### src/cpu900_pkg.sv
package cpu900_pkg;

    localparam int data_w    = 16;
    localparam int addr_w    = 24;   // RAM word address
    localparam int reg_n     = 8;
    localparam int reg_sel_w = 3;
    localparam int flags_w   = 8;
    localparam int imm_w     = 8;

    // instruction word fields
    localparam int op_hi = 15;
    localparam int op_lo = 12;
    localparam int rd_hi = 11;
    localparam int rd_lo = 9;
    localparam int rs_hi = 8;
    localparam int rs_lo = 6;

    // opcodes, 12 to 15 behave as nop
    localparam logic [3:0] op_nop  = 4'd0;
    localparam logic [3:0] op_ldi  = 4'd1;
    localparam logic [3:0] op_add  = 4'd2;
    localparam logic [3:0] op_sub  = 4'd3;
    localparam logic [3:0] op_and  = 4'd4;
    localparam logic [3:0] op_or   = 4'd5;
    localparam logic [3:0] op_xor  = 4'd6;
    localparam logic [3:0] op_ld   = 4'd7;
    localparam logic [3:0] op_st   = 4'd8;
    localparam logic [3:0] op_jr   = 4'd9;
    localparam logic [3:0] op_jz   = 4'd10;
    localparam logic [3:0] op_halt = 4'd11;

    localparam int flag_z = 0;
    localparam int flag_c = 1;
    localparam int flag_n = 2;

    localparam logic [7:0] dmp_flags = 8'd16;  // dump address of the flag byte

    // register write source
    localparam logic wsel_alu = 1'b0;
    localparam logic wsel_mem = 1'b1;

    typedef enum logic [2:0] {
        alu_pass, alu_add, alu_sub, alu_and, alu_or, alu_xor
    } alu_sel_t;

    typedef enum logic [2:0] {
        fetch, decode, exec, mem, wb, halt
    } state_t;

endpackage

### src/cpu900.sv
`timescale 1ns/1ps

module cpu900 import cpu900_pkg::*; (
    input  logic              clk,
    input  logic              rst_n,
    input  logic              cen,

    output logic [addr_w-1:0] ram_addr,
    input  logic [data_w-1:0] ram_dout,
    output logic [data_w-1:0] ram_din,
    output logic [1:0]        ram_we,

    // register dump
    input  logic [7:0]        dmp_addr,
    output logic [7:0]        dmp_din,

    output logic              halted
);

    // control strobes
    logic                 pc_inc, pc_we, pc_rel;
    logic                 reg_we, reg_wsel, flag_we;
    logic                 addr_sel, st_en;
    logic [reg_sel_w-1:0] rd_sel, rs_sel;
    alu_sel_t             alu_sel;

    // data paths
    logic [data_w-1:0]    imm, alu_dout, mem_dout;
    logic [data_w-1:0]    src_out, dst_out;
    logic [flags_w-1:0]   flags;
    logic [addr_w-1:0]    pc;

    cpu900_ctrl u_ctrl (
        .clk      ( clk      ), .rst_n    ( rst_n    ), .cen      ( cen      ),
        .instr    ( mem_dout ),
        .flags    ( flags    ),
        .pc_inc   ( pc_inc   ), .pc_we    ( pc_we    ), .pc_rel   ( pc_rel   ),
        .reg_we   ( reg_we   ), .reg_wsel ( reg_wsel ),
        .rd_sel   ( rd_sel   ), .rs_sel   ( rs_sel   ),
        .alu_sel  ( alu_sel  ), .flag_we  ( flag_we  ),
        .imm      ( imm      ),
        .addr_sel ( addr_sel ), .st_en    ( st_en    ),
        .halted   ( halted   )
    );

    cpu900_regs u_regs (
        .clk      ( clk      ), .rst_n    ( rst_n    ), .cen      ( cen      ),
        .rd_sel   ( rd_sel   ), .rs_sel   ( rs_sel   ),
        .we       ( reg_we   ), .wsel     ( reg_wsel ),
        .alu_dout ( alu_dout ), .mem_dout ( mem_dout ),
        .flags    ( flags    ),
        .dst_out  ( dst_out  ), .src_out  ( src_out  ),
        .dmp_addr ( dmp_addr ), .dmp_din  ( dmp_din  )
    );

    cpu900_alu u_alu (
        .clk      ( clk      ), .rst_n    ( rst_n    ), .cen      ( cen      ),
        .op0      ( dst_out  ), .op1      ( src_out  ),
        .imm      ( imm      ),
        .sel      ( alu_sel  ), .flag_we  ( flag_we  ),
        .dout     ( alu_dout ), .flags    ( flags    )
    );

    cpu900_pc u_pc (
        .clk      ( clk      ), .rst_n    ( rst_n    ), .cen      ( cen      ),
        .inc      ( pc_inc   ), .we       ( pc_we    ), .rel      ( pc_rel   ),
        .target   ( src_out  ),              // jr takes rs
        .offset   ( imm      ),
        .pc       ( pc       )
    );

    cpu900_ramctl u_ramctl (
        .clk      ( clk      ), .rst_n    ( rst_n    ), .cen      ( cen      ),
        .pc       ( pc       ),
        .ea       ( src_out  ),              // address held in rs
        .addr_sel ( addr_sel ), .st_en    ( st_en    ),
        .wdata    ( dst_out  ),
        .ram_addr ( ram_addr ), .ram_dout ( ram_dout ),
        .ram_din  ( ram_din  ), .ram_we   ( ram_we   ),
        .mem_dout ( mem_dout )
    );

endmodule

### src/cpu900_alu.sv
`timescale 1ns/1ps

module cpu900_alu import cpu900_pkg::*; (
    input  logic               clk,
    input  logic               rst_n,
    input  logic               cen,

    input  logic [data_w-1:0]  op0,      // rd
    input  logic [data_w-1:0]  op1,      // rs
    input  logic [data_w-1:0]  imm,
    input  alu_sel_t           sel,
    input  logic               flag_we,

    output logic [data_w-1:0]  dout,
    output logic [flags_w-1:0] flags
);

    logic [data_w:0]    wide;       // top bit is carry or borrow
    logic [flags_w-1:0] flags_nxt;

    always_comb begin
        case (sel)
            alu_add: wide = {1'b0, op0} + {1'b0, op1};
            alu_sub: wide = {1'b0, op0} - {1'b0, op1};  // wraps, top bit set when op0 < op1
            alu_and: wide = {1'b0, op0 & op1};
            alu_or:  wide = {1'b0, op0 | op1};
            alu_xor: wide = {1'b0, op0 ^ op1};
            default: wide = {1'b0, imm};
        endcase
    end

    assign dout = wide[data_w-1:0];

    // logic ops leave the top bit clear, so C drops
    always_comb begin
        flags_nxt         = '0;
        flags_nxt[flag_z] = (dout == '0);
        flags_nxt[flag_c] = wide[data_w];
        flags_nxt[flag_n] = dout[data_w-1];
    end

    always_ff @(posedge clk or negedge rst_n) begin
        if (!rst_n) begin
            flags <= '0;
        end else if (cen && flag_we) begin
            flags <= flags_nxt;
        end
    end

endmodule

### src/cpu900_ctrl.sv
`timescale 1ns/1ps

module cpu900_ctrl import cpu900_pkg::*; (
    input  logic                 clk,
    input  logic                 rst_n,
    input  logic                 cen,

    input  logic [data_w-1:0]    instr,
    input  logic [flags_w-1:0]   flags,

    output logic                 pc_inc,
    output logic                 pc_we,
    output logic                 pc_rel,
    output logic                 reg_we,
    output logic                 reg_wsel,
    output logic [reg_sel_w-1:0] rd_sel,
    output logic [reg_sel_w-1:0] rs_sel,
    output alu_sel_t             alu_sel,
    output logic                 flag_we,
    output logic [data_w-1:0]    imm,
    output logic                 addr_sel,
    output logic                 st_en,
    output logic                 halted
);

    state_t            state;
    state_t            state_nxt;
    logic [data_w-1:0] ir;
    logic [data_w-1:0] cur;       // instruction being decoded
    logic [3:0]        opcode;
    logic              is_mem;

    // fetched word shows up on instr during exec, mem and wb use the copy
    assign cur    = (state == exec) ? instr : ir;
    assign opcode = cur[op_hi:op_lo];
    assign rd_sel = cur[rd_hi:rd_lo];
    assign rs_sel = cur[rs_hi:rs_lo];
    assign is_mem = (opcode == op_ld) || (opcode == op_st);
    assign halted = (state == halt);

    // only the branch offset is signed
    assign imm = (opcode == op_jz) ? {{(data_w-imm_w){cur[imm_w-1]}}, cur[imm_w-1:0]}
                                   : {{(data_w-imm_w){1'b0}}, cur[imm_w-1:0]};

    always_ff @(posedge clk or negedge rst_n) begin
        if (!rst_n) begin
            state <= fetch;
            ir    <= '0;
        end else if (cen) begin
            state <= state_nxt;
            if (state == exec) begin
                ir <= instr;
            end
        end
    end

    always_comb begin
        state_nxt = state;
        case (state)
            fetch:  state_nxt = decode;
            decode: state_nxt = exec;   // waiting on the RAM read
            exec: begin
                if (opcode == op_halt) begin
                    state_nxt = halt;
                end else if (is_mem) begin
                    state_nxt = mem;
                end else begin
                    state_nxt = fetch;
                end
            end
            mem:     state_nxt = wb;
            wb:      state_nxt = fetch;
            halt:    state_nxt = halt;   // left only through reset
            default: state_nxt = fetch;
        endcase
    end

    always_comb begin
        case (opcode)
            op_add:  alu_sel = alu_add;
            op_sub:  alu_sel = alu_sub;
            op_and:  alu_sel = alu_and;
            op_or:   alu_sel = alu_or;
            op_xor:  alu_sel = alu_xor;
            default: alu_sel = alu_pass;   // ldi
        endcase
    end

    always_comb begin
        pc_inc   = 1'b0;
        pc_we    = 1'b0;
        pc_rel   = 1'b0;
        reg_we   = 1'b0;
        reg_wsel = wsel_alu;
        flag_we  = 1'b0;
        addr_sel = 1'b0;
        st_en    = 1'b0;
        case (state)
            fetch: pc_inc = 1'b1;
            exec: begin
                case (opcode)
                    op_ldi: reg_we = 1'b1;       // flags untouched
                    op_add, op_sub, op_and, op_or, op_xor: begin
                        reg_we  = 1'b1;
                        flag_we = 1'b1;
                    end
                    op_ld: addr_sel = 1'b1;
                    op_st: begin
                        addr_sel = 1'b1;
                        st_en    = 1'b1;
                    end
                    op_jr:   pc_we  = 1'b1;
                    op_jz:   pc_rel = flags[flag_z];
                    op_nop:  ;
                    default: ;                   // halt and spare codes
                endcase
            end
            wb: begin
                if (opcode == op_ld) begin
                    reg_we   = 1'b1;
                    reg_wsel = wsel_mem;
                end
            end
            default: ;
        endcase
    end

endmodule

### src/cpu900_pc.sv
`timescale 1ns/1ps

module cpu900_pc import cpu900_pkg::*; (
    input  logic              clk,
    input  logic              rst_n,
    input  logic              cen,

    input  logic              inc,
    input  logic              we,      // absolute jump
    input  logic              rel,     // relative branch
    input  logic [data_w-1:0] target,
    input  logic [data_w-1:0] offset,

    output logic [addr_w-1:0] pc
);

    logic [addr_w-1:0] offset_sx;

    assign offset_sx = {{(addr_w-data_w){offset[data_w-1]}}, offset};

    always_ff @(posedge clk or negedge rst_n) begin
        if (!rst_n) begin
            pc <= '0;
        end else if (cen) begin
            if (we) begin
                pc <= {{(addr_w-data_w){1'b0}}, target};
            end else if (rel) begin
                pc <= pc + offset_sx;   // pc already points past the branch
            end else if (inc) begin
                pc <= pc + addr_w'(1);
            end
        end
    end

endmodule

### src/cpu900_ramctl.sv
`timescale 1ns/1ps

module cpu900_ramctl import cpu900_pkg::*; (
    input  logic              clk,
    input  logic              rst_n,
    input  logic              cen,

    input  logic [addr_w-1:0] pc,
    input  logic [data_w-1:0] ea,        // data address from rs
    input  logic              addr_sel,  // 1 selects ea
    input  logic              st_en,
    input  logic [data_w-1:0] wdata,

    // RAM interface
    output logic [addr_w-1:0] ram_addr,
    input  logic [data_w-1:0] ram_dout,
    output logic [data_w-1:0] ram_din,
    output logic [1:0]        ram_we,

    output logic [data_w-1:0] mem_dout
);

    assign ram_addr = addr_sel ? {{(addr_w-data_w){1'b0}}, ea} : pc;
    assign ram_din  = wdata;
    assign ram_we   = st_en ? 2'b11 : 2'b00;   // word stores only

    // the RAM registers its read on the edge after the address,
    // the word is taken here one enabled edge later
    always_ff @(posedge clk or negedge rst_n) begin
        if (!rst_n) begin
            mem_dout <= '0;   // decodes as nop
        end else if (cen) begin
            mem_dout <= ram_dout;
        end
    end

endmodule

### src/cpu900_regs.sv
`timescale 1ns/1ps

module cpu900_regs import cpu900_pkg::*; (
    input  logic                 clk,
    input  logic                 rst_n,
    input  logic                 cen,

    input  logic [reg_sel_w-1:0] rd_sel,
    input  logic [reg_sel_w-1:0] rs_sel,
    input  logic                 we,
    input  logic                 wsel,
    input  logic [data_w-1:0]    alu_dout,
    input  logic [data_w-1:0]    mem_dout,
    input  logic [flags_w-1:0]   flags,

    output logic [data_w-1:0]    dst_out,
    output logic [data_w-1:0]    src_out,

    // register dump
    input  logic [7:0]           dmp_addr,
    output logic [7:0]           dmp_din
);

    logic [data_w-1:0] regs [reg_n];
    logic [data_w-1:0] wdata;
    logic [data_w-1:0] dmp_word;

    assign wdata = (wsel == wsel_mem) ? mem_dout : alu_dout;

    always_ff @(posedge clk or negedge rst_n) begin
        if (!rst_n) begin
            for (int i = 0; i < reg_n; i++) begin
                regs[i] <= '0;
            end
        end else if (cen && we) begin
            regs[rd_sel] <= wdata;
        end
    end

    assign dst_out = regs[rd_sel];
    assign src_out = regs[rs_sel];

    // two dump bytes per register
    assign dmp_word = regs[dmp_addr[reg_sel_w:1]];

    always_comb begin
        if (dmp_addr < dmp_flags) begin
            dmp_din = dmp_addr[0] ? dmp_word[15:8] : dmp_word[7:0];  // even is low byte
        end else if (dmp_addr == dmp_flags) begin
            dmp_din = flags;
        end else begin
            dmp_din = 8'h00;
        end
    end

endmodule

### config.mk
export PLATFORM = sky130hd
export DESIGN_NAME = cpu900
export DESIGN_NICKNAME = d
export VERILOG_FILES = /design/src/cpu900_pkg.sv /design/src/cpu900.sv /design/src/cpu900_alu.sv /design/src/cpu900_ctrl.sv /design/src/cpu900_pc.sv /design/src/cpu900_ramctl.sv /design/src/cpu900_regs.sv
export SDC_FILE = /design/constraint.sdc
export NUM_CORES = 1
export LEC_CHECK = 0
export ABC_CLOCK_PERIOD_IN_PS = 5200
export BUFFER_PORTS_ARGS = -buffer_cell sky130_fd_sc_hd__buf_2
export CAP_MARGIN = 30
export CELL_PAD_IN_SITES_DETAIL_PLACEMENT = 0
export CELL_PAD_IN_SITES_GLOBAL_PLACEMENT = 1
export CORE_MARGIN = 2
export CORE_UTILIZATION = 34
export CTS_CLUSTER_SIZE = 14
export DETAILED_ROUTE_END_ITERATION = 16
export PLACE_DENSITY_LB_ADDON = 0.05
export RECOVER_POWER = 50
export SLEW_MARGIN = 20
export SYNTH_ARGS = -nofsm -noshare
export SYNTH_HDL_FRONTEND = slang
export SYNTH_SLANG_ARGS = --single-unit
### constraint.sdc
create_clock -name clk -period 5.2 [get_ports clk]
set_clock_uncertainty 0.2 [all_clocks]
set_input_delay 1.04 -clock clk [delete_from_list [all_inputs] [get_ports clk]]
set_output_delay 1.04 -clock clk [all_outputs]
set_load 0.01 [all_outputs]
# Yosys cells after proc, flatten, opt, wreduce, memory -nomap -nowiden
# Cells that the tools add are included.
# word_totals
ff_bits	190
input_bits	27
out_inout_bits	51
word_cells	104
# classes
addsub	4
magnitude_cmp	5
n_eq_ne	22
mux	43
bitwise	6
n_reduce_logical	11
# ops
cell	count
two-way mux 16 bit	10
binary-select mux 16 bit (select 3 bit)	3
bitwise mux 128 bit	1
two-way mux 24 bit	4
case mux 17 bit (5 select lines)	1
demux 16 bit (select 3 bit)	1
case mux 3 bit (5 select lines)	2
adder 24 x 1 -> 24 bit, second input constant	1
adder 24 bit	1
adder 16 x 16 -> 17 bit	1
subtractor 16 x 16 -> 17 bit	1
bitwise AND 16 bit	1
== test 4 x 3 -> 1 bit, second input constant	4
== test 4 bit, second input constant	4
zero test 16 bit	1
two-way mux 8 bit	2
bitwise OR 16 bit	1
XOR 16 bit	1
two-way mux 1 bit	14
== test 3 x 2 -> 1 bit, second input constant	4
== test 3 bit, second input constant	4
>= comparator 4 bit, second input constant	3
NOT 3 -> 4 bit	3
== test 4 x 2 -> 1 bit, second input constant	2
other kinds (16)	21

# Longest topological paths before layout
# logic_depth
depth_word	10
mapped_depth	26
ltp_nobuf	21

# Modules after synthesis
# Synthesis repeated with hierarchy kept, for this count alone.
# hier_totals
hier_cells	1610
hier_area_um2	15292.2
# modules_own_cells
mod	n_inst	cells_per_inst	area_each_um2	seq_area_each_um2
cpu900_regs	1	705	7756.2	3203.1
cpu900_alu	1	366	2541.2	75.1
cpu900_pc	1	298	2384.8	600.6
cpu900_ctrl	1	162	1507.7	475.5
cpu900_ramctl	1	79	1102.3	400.4

# Least setup slack after synthesis
# OpenSTA, ideal clock, no wires.
# synth_path
path_type	register to register
start	register u_ctrl.state[0]
end	register u_regs.regs[30] in the netlist's numbering
t_arrival_ns	5.445
required_ns	4.858
path_slack_ns	-0.587
path_stages_with_launch	25
synth_period_minus_slack_ns	5.787
cell_sequence	dfrtp_1 > buf_6 > or3b_1 > buf_6 > mux2_4 > buf_6 > buf_6 > buf_4 > buf_1 > mux2i_1 > ha_1 > and3_1 > nand2_1 > o21ai_1 > xnor2_1 > ha_1 > and3_1 > a221o_1 > nor2_1 > o31ai_1 > a21oi_1 > o311ai_0 > a221o_1 > o22ai_1 > o21ai_0
# synth_via
elab_chain_len	10
elab_cells_between_ends	45
cone_classes	2 x add/sub; 2 x order compare; 15 x eq/ne; 18 x mux; 5 x bitwise; 3 x reduce/logical
# synth_lines
element	line	source
start, declared	cpu900_ctrl.sv:26	state_t state;
start signal, assigned	cpu900_ctrl.sv:47	state <= fetch;
start signal, assigned	cpu900_ctrl.sv:50	state <= state_nxt;
== test 3 x 2 -> 1 bit	cpu900_ctrl.sv:34, cpu900_ctrl.sv:98	
two-way mux 16 bit	cpu900_ctrl.sv:34	assign cur = (state == exec) ? instr : ir;
NOT 3 -> 4 bit, on equally long branches	cpu900_regs.sv:36, cpu900_regs.sv:40, cpu900_regs.sv:41	
binary-select mux 16 bit (select 3 bit), on equally long branches	cpu900_regs.sv:40, cpu900_regs.sv:41	
two-way mux 16 bit, on equally long branches (2 in series)	cpu900_regs.sv:40, cpu900_regs.sv:41	
subtractor 16 x 16 -> 17 bit, or another cell as far along	cpu900_alu.sv:24	alu_sub: wide = {1'b0, op0} - {1'b0, op1};
case mux 17 bit (5 select lines)	cpu900_alu.sv:22	case (sel)
two-way mux 16 bit	cpu900_regs.sv:28	assign wdata = (wsel == wsel_mem) ? mem_dout : alu_dout;
bitwise mux 128 bit	cpu900_regs.sv:36	regs[rd_sel] <= wdata;
end signal, assigned by index	cpu900_regs.sv:36	
end, declared	cpu900_regs.sv:24	logic [data_w-1:0] regs [reg_n];
# Parallel ways exist; a longest one is shown, timed or not. The select of a mux whose other input is x is not followed.
# A chain may end at the register's enable or synchronous reset.

# Final worst setup path
# layout_path
start	register u_ctrl.state[0]
end	register u_regs.regs[31] in the netlist's numbering
# Same word-level chain as after synthesis.

==> metrics.txt <==
Area Overhead vs Synth 26.8%; critical path startpoint category flop; Syn. warnings 0; most common cell in the netlist nand2_1; crit path buf inv count 6; actual slew at the worst max-slew pin 2.23 ns; CTS Hold Bufs 0; CTS tree done; gr usage total a little over a quarter; total number of vias 13.3k; arrival time at the worst endpoint 5.54 ns; Setup-failing EPs final 33; flops & latches, synth 190; register area share after synthesis between 30% and 40%; Critical-path top delay cell or3b_4; full die area 0.0441 mm^2; antenna violations before repair 0; Initial Util approximately a third; crit path kind flop to flop; largest net degree at the start of global routing 80; clock-pin slew on the worst setup and hold paths 0.08 ns; syn nets 1,686; CP Max Fanout 8; CTS root buf clkbuf_16; Synth top cells by count 290 x nand2_1, 190 x dfrtp_1, 126 x nor2_1; Core Rows 75; Tmin final 5.35 ns; worst hold path type flop to flop; grt ovf 0; Synth Area per Inst 9.11 um^2; relative slew slack -48.9%; EDFF count, synth 0; unrepaired setup endpoints after global routing true; crit-path most repeated cell buf_4; Crit path max-delay family compound AO/OA/AOI/OAI gates; share of layout cells above drive strength 1 32.5%; die width around 210 um; # H-tree levels 4; latest clock arrival within the worst-skew pair 0.51 ns; Num CTS Buffers 17; max incr delay on CP 0.43 ns; number of global-route vias before repair around 13k; CTS max path bufs 2; GPL Wtd Cong 0.938; final hold violation count 0; # DRC 0; FFs w/ async S/R, synth 100%; NumNets Final 1,924; HPWL after DPL 44.1 mm; post-synth top area cell dfrtp_1; violated checks capacitance limit, slew limit, setup timing; Max Freq 187 MHz; worst path cell trace or3b_4 -> buf_6 -> buf_4 -> buf_4 -> mux2i_4 -> buf_4 -> buf_4 -> buf_4 -> nand2_1 -> and3_1 -> a311oi_1 -> a21o_1 -> ha_1 -> and3_1 -> a221o_1 -> nor2_4 -> a21boi_2 -> o22ai_2 -> mux2i_1 -> o2111ai_2 -> mux2_4 -> mux2_4; Die H around 210 um; count of input and output buffers just under 80; Gate Count Post-Synth 1,583; post-synth top area share between 30% and 40%; WP data required 5.39 ns; synth unique cells 80; first-pass GRT wire length 86.8 mm; outcome finished, violations left; Routed wire per std cell approximately 25 um; core region area between 0.04 and 0.05 mm^2; DRT antenna net count 0; vias per inst 5.62; Tcrit/Tclk final 103%; Final Routed Wirelength 58.4 mm; placed cell count 2,308; fin. max-slew vios ~220; Worst Setup End Kind flop; setup ws final -0.147 ns; Max-cap violations 4; TritonRoute pass-1 iters 7; I/O pin cnt 78; clock tree sinks 190; Final Non-Filler Cells around 2.4k; DR iter-0 viols approximately 930; Synth area leaders dfrtp_1 33%, mux4_2 9.1%, nand2_1 7.6%; Synth Flop Type dfrtp_1; synthesized area 0.0144 mm^2
==> final cells by class <==
class                      instances  area [um^2]
antenna                            1         2.50
clock buffer                      17          425
clock inverter                    15          160
fill                            4116        23600
inverter                          58          218
multi-input combinational       1243         9680
sequential                       190         4750
tap                              539          674
timing repair buffer             311         2360
==> worst paths after layout <==
check                                start                    end  slack, ns  depth (start not counted)
setup / recovery           u_ctrl.state[0]        u_regs.regs[31]      -0.15                         22
min in group asynchronous            rst_n  u_ramctl.mem_dout[14]       0.88                          1
hold / removal              u_alu.flags[0]         u_alu.flags[0]       0.31                          2
hold reg to reg             u_alu.flags[0]         u_alu.flags[0]       0.31                          2
max in group asynchronous            rst_n        u_regs.regs[99]       0.98                          2
setup reg to reg           u_ctrl.state[0]        u_regs.regs[31]      -0.15                         22
==> routing by layer <==
layer  vias to the layer above  GRT usage (%)  share of wire (%)
met5                         -              0                  0
met4                         0           10.5                3.3
met3                        79           6.12                6.0
met2                       424           43.8                 47
met1                      6641           35.2                 44
li1                       6191              -                  -
==> registers in the layout, indices dropped and copies added, names as in the netlist <==
name / flops
u_ramctl.mem_dout: 16
u_pc.pc: 24
u_ctrl.state: 3
u_alu.flags: 3
u_ctrl.ir: 16
u_regs.regs: 128
==> what timing repair did <==
item	4_1_cts	5_1_grt
pin swaps	19	34
gates resized for setup	44	90
buffers inserted	16	17
endpoints found under the setup margin	66	94
gates cloned	2	1
==> worst register-to-register path: stages (launching register included) <==
cell and delay (ns):
dfrtp_1 0.38, or3b_4 0.43, buf_6 0.15, buf_4 0.13, buf_4 0.17, mux2i_4 0.28, buf_4 0.17, buf_4 0.12
buf_4 0.17, nand2_1 0.06, and3_1 0.16, a311oi_1 0.23, a21o_1 0.26, ha_1 0.29, and3_1 0.18, a221o_1 0.37
nor2_4 0.15, a21boi_2 0.08, o22ai_2 0.14, mux2i_1 0.27, o2111ai_2 0.18, mux2_4 0.37, mux2_4 0.29
==> logic make-up after synthesis <==
family                     Yosys count  synth area share [%]
DFF                                190                  33.0
adders and majority gates           76                  6.70
buffers and inverters              150                  4.35
and+or+nand+nor                    580                  17.8
xor gates and xnor gates            37                  2.25
AOI/OAI and AO/OA                  346                  15.4
muxes                              204                  20.6
==> cells in the final DEF (no fill, tap or decap), types with 12 or more instances in the layout <==
cell,Yosys,final
and3_1,29,25
xnor2_1,27,26
inv_1,57,57
mux2i_4,1,22
ha_1,74,71
buf_2,6,75
buf_6,5,13
mux4_2,58,59
nand2_1,290,285
mux2i_1,49,26
nand3_1,33,32
buf_4,5,205
nor3_1,22,19
mux2_2,85,74
and2_1,14,12
o21ai_0,100,91
mux2_4,1,12
clkbuf_16,0,18
nand2b_1,20,20
nor2_1,126,115
a31oi_1,19,19
a21oi_1,83,74
dfrtp_1,190,190
a21o_1,18,16
==> stage by stage <==
| step | util [%] | setup slack, ns | TNS [ns] | instance area, um^2 | hold WS, ns |
|---|---|---|---|---|---|
| after global placement | 40.3 | -0.284 | -9.18 | 16900 | 0.278 |
| after CTS | 42.6 | -0.192 | -3.95 | 17800 | 0.312 |
| final | 43.7 | -0.147 | -2.54 | 18300 | 0.308 |
| after floorplan | - | -0.0385 | -0.343 | 14600 | 0.257 |
| after global routing | 43.7 | -0.332 | -8.76 | 18300 | 0.335 |
| after detailed placement | 40.4 | -0.347 | -10.70 | 16900 | 0.290 |
Power is not shown: default switching activity piles up to over one toggle a cycle in this logic, so the estimate is an artifact.
